### config.mk
export PLATFORM = sky130hd
export DESIGN_NAME = line_axi_bridge
export DESIGN_NICKNAME = d
export VERILOG_FILES = /design/src/hdl/line_axi_pkg.sv /design/src/hdl/burst_if.sv /design/src/hdl/axi_burst_master.sv /design/src/hdl/line_axi_bridge.sv /design/src/hdl/line_read_assembler.sv /design/src/hdl/line_req_arbiter.sv /design/src/hdl/line_write_serializer.sv
export SDC_FILE = /design/constraint.sdc
export NUM_CORES = 1
export LEC_CHECK = 0
export BUFFER_PORTS_ARGS = -buffer_cell sky130_fd_sc_hd__buf_2
export CELL_PAD_IN_SITES_DETAIL_PLACEMENT = 2
export CELL_PAD_IN_SITES_GLOBAL_PLACEMENT = 2
export CORE_AREA = 2 2 399 401
export DETAILED_ROUTE_END_ITERATION = 16
export DIE_AREA = 0 0 401 403
export PLACE_DENSITY_LB_ADDON = 0.12
export RECOVER_POWER = 25
export SYNTH_ARGS = -nofsm -noshare
export SYNTH_HDL_FRONTEND = slang
export SYNTH_HIERARCHICAL = 1
export SYNTH_SLANG_ARGS = --single-unit
### constraint.sdc
create_clock -name aclk -period 6.45 [get_ports aclk]
set_clock_uncertainty 0.2 [all_clocks]
set_input_delay 1.29 -clock aclk [delete_from_list [all_inputs] [get_ports aclk]]
set_output_delay 1.29 -clock aclk [all_outputs]
set_load 0.02 [all_outputs]
### src/hdl/line_axi_pkg.sv
package line_axi_pkg;

    // byte address and one data beat
    typedef logic [31:0] addr_t;
    typedef logic [31:0] word_t;

    // beats per cache line
    localparam int DEF_LINE_WORDS = 8;

    // fixed burst shape on both address channels
    localparam logic [1:0] AXI_BURST_INCR = 2'b01;
    localparam logic [2:0] AXI_SIZE_WORD  = 3'b010;    // 4 bytes per beat

    // which cache source a granted burst belongs to
    typedef enum logic [1:0] {
        BURST_INST_RD = 2'd0,
        BURST_DATA_RD = 2'd1,
        BURST_DATA_WR = 2'd2
    } burst_kind_e;

    // burst engine FSM
    typedef enum logic [2:0] {
        ST_IDLE = 3'd0,
        ST_AR   = 3'd1,    // read address out
        ST_R    = 3'd2,    // collecting beats
        ST_AW   = 3'd3,    // write address out
        ST_W    = 3'd4,    // beats going out
        ST_B    = 3'd5     // waiting for write response
    } master_state_e;

endpackage

### src/hdl/burst_if.sv
`timescale 1ns/100ps

interface burst_if import line_axi_pkg::*; #(
    parameter int LINE_WORDS = DEF_LINE_WORDS
);

    logic                     start;    // one-cycle grant strobe
    burst_kind_e              kind;
    addr_t                    addr;     // line base
    logic [LINE_WORDS*32-1:0] wline;
    logic                     done;     // one-cycle end of burst
    logic [LINE_WORDS*32-1:0] rline;    // valid with done on reads

    modport arb (
        output start,
        output kind,
        output addr,
        output wline,
        input  done,
        input  rline
    );

    modport eng (
        input  start,
        input  kind,
        input  addr,
        input  wline,
        output done,
        output rline
    );

endinterface

### src/hdl/axi_burst_master.sv
`timescale 1ns/100ps

module axi_burst_master import line_axi_pkg::*; #(
    parameter int LINE_WORDS = DEF_LINE_WORDS
) (
    input  logic  aclk,
    input  logic  rst,
    burst_if.eng  bus,
    // read address and data
    output addr_t araddr_o,
    output logic  arvalid_o,
    input  logic  arready_i,
    input  word_t rdata_i,
    input  logic  rlast_i,
    input  logic  rvalid_i,
    output logic  rready_o,
    // write address, data and response
    output addr_t awaddr_o,
    output logic  awvalid_o,
    input  logic  awready_i,
    output word_t wdata_o,
    output logic  wlast_o,
    output logic  wvalid_o,
    input  logic  wready_i,
    input  logic  bvalid_i,
    output logic  bready_o
);

    master_state_e            state;
    logic                     rd_start, line_full;
    logic                     load, w_done;
    logic                     done_q;
    logic [LINE_WORDS*32-1:0] rd_line;

    assign araddr_o  = bus.addr;    // arbiter holds it for the whole burst
    assign awaddr_o  = bus.addr;
    assign arvalid_o = (state == ST_AR);
    assign awvalid_o = (state == ST_AW);
    assign bready_o  = (state == ST_B);

    assign rd_start = (state == ST_AR) & arready_i;
    assign load     = (state == ST_AW) & awready_i;

    assign bus.done  = done_q;
    assign bus.rline = rd_line;

    always_ff @(posedge aclk) begin
        if (rst) begin
            state  <= ST_IDLE;
            done_q <= 1'b0;
        end else begin
            done_q <= ((state == ST_R) & line_full) | ((state == ST_B) & bvalid_i);
            case (state)
                ST_IDLE: begin
                    if (bus.start) begin
                        state <= (bus.kind == BURST_DATA_WR) ? ST_AW : ST_AR;
                    end
                end
                ST_AR: if (arready_i) state <= ST_R;
                ST_R:  if (line_full) state <= ST_IDLE;
                ST_AW: if (awready_i) state <= ST_W;
                ST_W:  if (w_done) state <= ST_B;
                ST_B:  if (bvalid_i) state <= ST_IDLE;
                default: state <= ST_IDLE;
            endcase
        end
    end

    line_read_assembler #(
        .LINE_WORDS (LINE_WORDS)
    ) u_rd_asm (
        .aclk        (aclk),
        .rst         (rst),
        .rd_start_i  (rd_start),
        .rdata_i     (rdata_i),
        .rvalid_i    (rvalid_i),
        .rlast_i     (rlast_i),
        .rready_o    (rready_o),
        .line_o      (rd_line),
        .line_full_o (line_full)
    );

    line_write_serializer #(
        .LINE_WORDS (LINE_WORDS)
    ) u_wr_ser (
        .aclk     (aclk),
        .rst      (rst),
        .load_i   (load),
        .line_i   (bus.wline),
        .wdata_o  (wdata_o),
        .wvalid_o (wvalid_o),
        .wlast_o  (wlast_o),
        .wready_i (wready_i),
        .w_done_o (w_done)
    );

endmodule

### src/hdl/line_axi_bridge.sv
`timescale 1ns/100ps

module line_axi_bridge import line_axi_pkg::*; #(
    parameter int LINE_WORDS = DEF_LINE_WORDS
) (
    input  logic                     aclk,
    input  logic                     rst,
    // instruction cache
    input  logic                     inst_rd_req_i,
    input  addr_t                    inst_rd_addr_i,
    output logic                     inst_ret_valid_o,
    output logic [LINE_WORDS*32-1:0] inst_ret_line_o,
    // data cache
    input  logic                     data_rd_req_i,
    input  addr_t                    data_rd_addr_i,
    output logic                     data_ret_valid_o,
    output logic [LINE_WORDS*32-1:0] data_ret_line_o,
    input  logic                     data_wr_req_i,
    input  addr_t                    data_wr_addr_i,
    input  logic [LINE_WORDS*32-1:0] data_wr_line_i,
    output logic                     data_wr_done_o,
    // AXI read
    output addr_t                    araddr_o,
    output logic                     arvalid_o,
    input  logic                     arready_i,
    input  word_t                    rdata_i,
    input  logic                     rlast_i,
    input  logic                     rvalid_i,
    output logic                     rready_o,
    // AXI write
    output addr_t                    awaddr_o,
    output logic                     awvalid_o,
    input  logic                     awready_i,
    output word_t                    wdata_o,
    output logic                     wlast_o,
    output logic                     wvalid_o,
    input  logic                     wready_i,
    input  logic                     bvalid_i,
    output logic                     bready_o
);

    burst_if #(.LINE_WORDS(LINE_WORDS)) bus ();

    line_req_arbiter #(
        .LINE_WORDS (LINE_WORDS)
    ) u_arb (
        .aclk             (aclk),
        .rst              (rst),
        .inst_rd_req_i    (inst_rd_req_i),
        .inst_rd_addr_i   (inst_rd_addr_i),
        .data_rd_req_i    (data_rd_req_i),
        .data_rd_addr_i   (data_rd_addr_i),
        .data_wr_req_i    (data_wr_req_i),
        .data_wr_addr_i   (data_wr_addr_i),
        .data_wr_line_i   (data_wr_line_i),
        .inst_ret_valid_o (inst_ret_valid_o),
        .inst_ret_line_o  (inst_ret_line_o),
        .data_ret_valid_o (data_ret_valid_o),
        .data_ret_line_o  (data_ret_line_o),
        .data_wr_done_o   (data_wr_done_o),
        .bus              (bus.arb)
    );

    axi_burst_master #(
        .LINE_WORDS (LINE_WORDS)
    ) u_master (
        .aclk      (aclk),
        .rst       (rst),
        .bus       (bus.eng),
        .araddr_o  (araddr_o),
        .arvalid_o (arvalid_o),
        .arready_i (arready_i),
        .rdata_i   (rdata_i),
        .rlast_i   (rlast_i),
        .rvalid_i  (rvalid_i),
        .rready_o  (rready_o),
        .awaddr_o  (awaddr_o),
        .awvalid_o (awvalid_o),
        .awready_i (awready_i),
        .wdata_o   (wdata_o),
        .wlast_o   (wlast_o),
        .wvalid_o  (wvalid_o),
        .wready_i  (wready_i),
        .bvalid_i  (bvalid_i),
        .bready_o  (bready_o)
    );

endmodule

### src/hdl/line_read_assembler.sv
`timescale 1ns/100ps

module line_read_assembler import line_axi_pkg::*; #(
    parameter int LINE_WORDS = DEF_LINE_WORDS
) (
    input  logic                     aclk,
    input  logic                     rst,
    input  logic                     rd_start_i,
    input  word_t                    rdata_i,
    input  logic                     rvalid_i,
    input  logic                     rlast_i,
    output logic                     rready_o,
    output logic [LINE_WORDS*32-1:0] line_o,
    output logic                     line_full_o
);

    localparam int LINE_BITS = LINE_WORDS * 32;

    logic                 rd_hs;
    logic [LINE_BITS-1:0] line_q;

    assign rd_hs  = rvalid_i & rready_o;
    assign line_o = line_q;

    always_ff @(posedge aclk) begin
        if (rst) begin
            rready_o    <= 1'b0;
            line_full_o <= 1'b0;
        end else begin
            line_full_o <= rd_hs & rlast_i;
            if (rd_start_i) rready_o <= 1'b1;
            else if (rd_hs & rlast_i) rready_o <= 1'b0;
        end
    end

    // new beat enters at the top, so word 0 ends up in the low bits
    always_ff @(posedge aclk) begin
        if (rd_hs) begin
            line_q <= {rdata_i, line_q[LINE_BITS-1:32]};
        end
    end

endmodule

### src/hdl/line_req_arbiter.sv
`timescale 1ns/100ps

module line_req_arbiter import line_axi_pkg::*; #(
    parameter int LINE_WORDS = DEF_LINE_WORDS
) (
    input  logic                     aclk,
    input  logic                     rst,
    input  logic                     inst_rd_req_i,
    input  addr_t                    inst_rd_addr_i,
    input  logic                     data_rd_req_i,
    input  addr_t                    data_rd_addr_i,
    input  logic                     data_wr_req_i,
    input  addr_t                    data_wr_addr_i,
    input  logic [LINE_WORDS*32-1:0] data_wr_line_i,
    output logic                     inst_ret_valid_o,
    output logic [LINE_WORDS*32-1:0] inst_ret_line_o,
    output logic                     data_ret_valid_o,
    output logic [LINE_WORDS*32-1:0] data_ret_line_o,
    output logic                     data_wr_done_o,
    burst_if.arb                     bus
);

    localparam int    LINE_BITS = LINE_WORDS * 32;
    localparam addr_t LINE_MASK = addr_t'(LINE_WORDS * 4 - 1);

    logic                 pend_ird, pend_drd, pend_wr;
    addr_t                ird_addr_q, drd_addr_q, wr_addr_q;
    logic [LINE_BITS-1:0] wr_line_q;
    logic                 busy, start_q;
    burst_kind_e          kind_q;
    addr_t                addr_q;
    logic                 done_ird, done_drd, done_wr;
    logic                 elig_ird, elig_drd, elig_wr;
    logic                 free, take_ird, take_drd, take_wr;

    assign done_ird = bus.done & (kind_q == BURST_INST_RD);
    assign done_drd = bus.done & (kind_q == BURST_DATA_RD);
    assign done_wr  = bus.done & (kind_q == BURST_DATA_WR);

    // the slot finishing this cycle is not eligible again
    assign elig_ird = pend_ird & ~done_ird;
    assign elig_drd = pend_drd & ~done_drd;
    assign elig_wr  = pend_wr & ~done_wr;

    assign free     = ~busy | bus.done;
    assign take_wr  = free & elig_wr;
    assign take_drd = free & ~elig_wr & elig_drd;
    assign take_ird = free & ~elig_wr & ~elig_drd & elig_ird;

    assign bus.start = start_q;
    assign bus.kind  = kind_q;
    assign bus.addr  = addr_q;
    assign bus.wline = wr_line_q;

    always_ff @(posedge aclk) begin
        if (rst) begin
            pend_ird <= 1'b0;
            pend_drd <= 1'b0;
            pend_wr  <= 1'b0;
        end else begin
            if (inst_rd_req_i) pend_ird <= 1'b1;
            else if (done_ird) pend_ird <= 1'b0;
            if (data_rd_req_i) pend_drd <= 1'b1;
            else if (done_drd) pend_drd <= 1'b0;
            if (data_wr_req_i) pend_wr <= 1'b1;
            else if (done_wr) pend_wr <= 1'b0;
        end
    end

    // request payloads, aligned to the line base
    always_ff @(posedge aclk) begin
        if (inst_rd_req_i) ird_addr_q <= inst_rd_addr_i & ~LINE_MASK;
        if (data_rd_req_i) drd_addr_q <= data_rd_addr_i & ~LINE_MASK;
        if (data_wr_req_i) begin
            wr_addr_q <= data_wr_addr_i & ~LINE_MASK;
            wr_line_q <= data_wr_line_i;
        end
    end

    always_ff @(posedge aclk) begin
        if (rst) begin
            busy    <= 1'b0;
            start_q <= 1'b0;
            kind_q  <= BURST_INST_RD;
            addr_q  <= '0;
        end else begin
            start_q <= take_wr | take_drd | take_ird;
            if (take_wr) begin
                kind_q <= BURST_DATA_WR;
                addr_q <= wr_addr_q;
            end else if (take_drd) begin
                kind_q <= BURST_DATA_RD;
                addr_q <= drd_addr_q;
            end else if (take_ird) begin
                kind_q <= BURST_INST_RD;
                addr_q <= ird_addr_q;
            end
            if (take_wr | take_drd | take_ird) busy <= 1'b1;
            else if (bus.done) busy <= 1'b0;
        end
    end

    always_ff @(posedge aclk) begin
        if (rst) begin
            inst_ret_valid_o <= 1'b0;
            data_ret_valid_o <= 1'b0;
            data_wr_done_o   <= 1'b0;
        end else begin
            inst_ret_valid_o <= done_ird;
            data_ret_valid_o <= done_drd;
            data_wr_done_o   <= done_wr;
        end
    end

    always_ff @(posedge aclk) begin
        if (done_ird) inst_ret_line_o <= bus.rline;
        if (done_drd) data_ret_line_o <= bus.rline;
    end

endmodule

### src/hdl/line_write_serializer.sv
`timescale 1ns/100ps

module line_write_serializer import line_axi_pkg::*; #(
    parameter int LINE_WORDS = DEF_LINE_WORDS
) (
    input  logic                     aclk,
    input  logic                     rst,
    input  logic                     load_i,
    input  logic [LINE_WORDS*32-1:0] line_i,
    output word_t                    wdata_o,
    output logic                     wvalid_o,
    output logic                     wlast_o,
    input  logic                     wready_i,
    output logic                     w_done_o
);

    localparam int LINE_BITS = LINE_WORDS * 32;
    localparam int CW        = $clog2(LINE_WORDS);

    logic [LINE_BITS-1:0] line_q;
    logic [CW-1:0]        beat;
    logic                 last_beat;
    logic                 wr_hs;

    assign last_beat = (beat == CW'(LINE_WORDS - 1));
    assign wr_hs     = wvalid_o & wready_i;
    assign wdata_o   = line_q[beat*32 +: 32];
    assign wlast_o   = wvalid_o & last_beat;

    always_ff @(posedge aclk) begin
        if (rst) begin
            wvalid_o <= 1'b0;
            w_done_o <= 1'b0;
            beat     <= '0;
        end else begin
            w_done_o <= wr_hs & last_beat;
            if (load_i) begin
                wvalid_o <= 1'b1;
                beat     <= '0;
            end else if (wr_hs) begin
                if (last_beat) begin
                    wvalid_o <= 1'b0;
                end else begin
                    beat <= beat + 1'b1;
                end
            end
        end
    end

    // line held for the whole burst
    always_ff @(posedge aclk) begin
        if (load_i) line_q <= line_i;
    end

endmodule

==> flow_summary.toml <==
[clock_network]
numCtsBuffers = 157
cts_buffer_depth = 3
cts_hold_buf = 0
clkSlewWorstSetupHoldPaths_ps = 60
cts.root.buffer_cell = "clkbuf_16"
cts_tree = "yes"
cts_repair_resize_count = 0
clkLatencyLatePin_ps = 770
htree_num_levels = 4
clkSinkCount = 1409
cts_setup_buffers = 0

[routing]
route.final.wire_length_um = 132500
via_per_inst = 4.270
drt_iter0_markers = 1185
drc = 0
wl_per_cell_um = 26.09
ant_nets = 0
num_vias = 21690
drtPass1Iterations = 5

[flow_run]
maxCapViolCount = 0

[worst_setup_path]
worstSetupPathType = "reg2out"
reg2reg_to = "u_arb/data_ret_line_o[206]"
crit_family = "multiplexers"
crit_path_max_incr_delay_ps = 840
rrSetupSlack_ps = 3610
crit_path_start_kind = "flop"
critical_path_arrival_ps = 3260
crit_chain = "buf_4, mux4_1, mux2_2, buf_2"
reg2reg_depth = 4
path_buf_inv = 2
crit_fanout = 32
endpoint_kind = "primary output"
slowest_stage = "dfxtp_4"
crit_required_ps = 4960
r2r_start = "u_master/bus.done"

[sta]
finalCriticalPeriod_ps = 4748
relSlewSlack_pct = 28.65
drv_slew = 0
clock.fmax_ghz = 0.2106
layout_setup_ws_ps = 1702
post-route-period-util_pct = 73.61
worst_pin_slew_ps = 1066
hold_violations = 0
setup_viol = 0
setup-tns-final_ps = 0
holdWs_ps = 195.4
rsz0062_at_grt = "no"

[floorplan]
core_sq_um = 157500
die_y_um = 403
io_pins = 1012
initial_utilization_pct = 29.07
die_w_um = 401
die_area_sq_um = 161600
row_count = 146

[global_route]
grt_antenna_before_repair = 107
overflow = 0
grt_pass1_vias = 23810
grt.total_usage_pct = 16.07
grt_max_degree = 125
grt_pass1_wl_um = 183800

[synth]
async_flop_share_pct = 0
mappedNetlistArea_sq_um = 45770
ys_warn_count = 6
syn-instance-count = 1803
synth-seq-cells = 1409
synth_flop_cell = "edfxtp_1"
synth-edff-count = 1361
yosysSeqAreaShare_pct = 91.39
yosys.cell_types.count = 49
syn_area_per_cell_sq_um = 25.39

[worst_hold_path]
min_path_cells = 0
hold_path.class = "reg2reg"
holdPathEnd = "u_master/u_wr_ser/line_q[183]"
hold_start = "u_arb/bus.wline[183]"

[power]
sequentialPowerShare_pct = 53.5
switchingPower_uw = 4030
cellPowerDensity_nw_per_um2 = 333.6
p_int_uw = 15270
power_frac_comb_pct = 2.0
sw_frac_of_total_pct = 20.88
leakage_uw = 0.02055
p_clk_share_pct = 44.5
power_uw = 19300
vdd_drop_max_mv = 0.2310

[place]
place_congestion = 0.7796
place_ws_ps = 2355
io_buffer_count = 986
dp_hpwl_um = 95550

[cells_and_area]
drive_gt1_share_pct = 43.57
synthToLayoutAreaGrowth_pct = 26.38
nets = 3269
final_core_util_pct = 36.74

[outcome]
status = "completed"
[area by class of cell]
cell class                      instances  area, sq um
Fill cell                           15460        99620
Sequential cell                      1409        41840
Timing Repair Buffer                 1007         5190
Clock buffer                          194         4068
Multi-Input combinational cell        289         3176
Tap cell                             2072         2592
Clock inverter                         87        902.1
Inverter                                7        41.29
Antenna cell                           15        37.54
[worst register-to-register path, delay by kind of cell, from the launching register on]
| family | cells | cell delay [ps] |
|---|---|---|
| AND/OR/NAND/NOR | 2 | 470 |
| flip-flops | 1 | 400 |
| buffers and inverters | 2 | 1330 |
[cell families after synthesis]
logic type	Yosys count	synth area share, %
compound gates	52	0.9048
simple gates	101	1.063
flops	1409	91.39
other cells	1	0.008193
mux	127	4.819
buf+inv	109	1.717
fa+ha+maj	3	0.08201
xor+xnor	1	0.01914
[cells in the mapped netlist, types with 10 or more instances]
| library cell | number | area (sq um) |
|---|---|---|
| nor2_1 | 12 | 45.04 |
| nand2_1 | 58 | 217.7 |
| o221ai_1 | 27 | 236.5 |
| edfxtp_1 | 1361 | 40870 |
| mux2_2 | 32 | 360.4 |
| mux4_1 | 25 | 656.9 |
| buf_2 | 11 | 55.05 |
| clkbuf_1 | 10 | 37.54 |
| mux4_2 | 39 | 878.3 |
| buf_4 | 72 | 540.5 |
| dfxtp_1 | 48 | 960.9 |
| mux2i_1 | 31 | 310.3 |
[how the worst max path moves through the flow]
stage | cells after the start | from | slack [ps] | endpoint
after floorplan | 3 | u_master/bus.done | 50 | u_arb/inst_ret_line_o[0]
after global placement | 4 | u_master/u_wr_ser/beat[0] | 2370 | wdata_o[2]
after detailed placement | 4 | u_master/u_wr_ser/beat[0] | 2360 | wdata_o[2]
after CTS | 4 | u_master/u_wr_ser/beat[0] | 1490 | wdata_o[2]
after global routing | 4 | u_master/u_wr_ser/beat[0] | 1460 | wdata_o[2]
final | 4 | u_master/u_wr_ser/beat[0] | 1700 | wdata_o[2]
[power groups by stage]
stage | Sequential, uW | Combinational, uW | Clock [uW]
floorplan | 10500 | 186 | 0
global placement | 10500 | 370 | 0
detailed placement | 10500 | 386 | 0
CTS | 10300 | 388 | 8890
global route | 10300 | 412 | 9210
finish | 10300 | 376 | 8590
[per-layer routing]
layer	part of all wire (%)	track usage, %	wire (um)	up-vias
met5	0.39	0	520	-
li1	-	-	-	9422
met1	36	17.69	47750	11000
met4	2.9	4.614	3799	82
met3	8.5	6.297	11230	348
met2	52	28.59	69220	840
[sequential cells by signal (all words and copies together), names as in the netlist, 256 cells and up]
| register | flops |
|---|---|
| u_arb/bus.wline | 256 |
| u_arb/data_ret_line_o | 256 |
| u_arb/inst_ret_line_o | 256 |
| u_master/u_rd_asm/line_o | 256 |
| u_master/u_wr_ser/line_q | 256 |
[per-stage QoR]
step                instances  area (sq um)
floorplan                1807         45790
global placement         4784         52840
detailed placement       4784         52840
CTS                      5065         57810
global route             5070         57820
finish                   5080         57850
[layout by cell type (no fill, tap or decap), types with 4 or more instances in the layout]
cell / count
edfxtp_1: 1361
buf_2: 985
clkbuf_16: 157
nand2_1: 58
dfxtp_1: 45
mux4_2: 39
clkbuf_1: 37
mux2_2: 32
clkinv_1: 31
mux2i_1: 31
o221ai_1: 27
clkinv_2: 25
mux4_1: 25
diode_2: 15
buf_4: 14
nor2_1: 12
bufinv_16: 9
a21oi_1: 9
clkinv_16: 8
buf_12: 7
nor3_1: 6
inv_1: 5
conb_1: 5
inv_6: 4
inv_8: 4
and2_1: 4
Note: power is estimated with default switching activity, not from simulation.
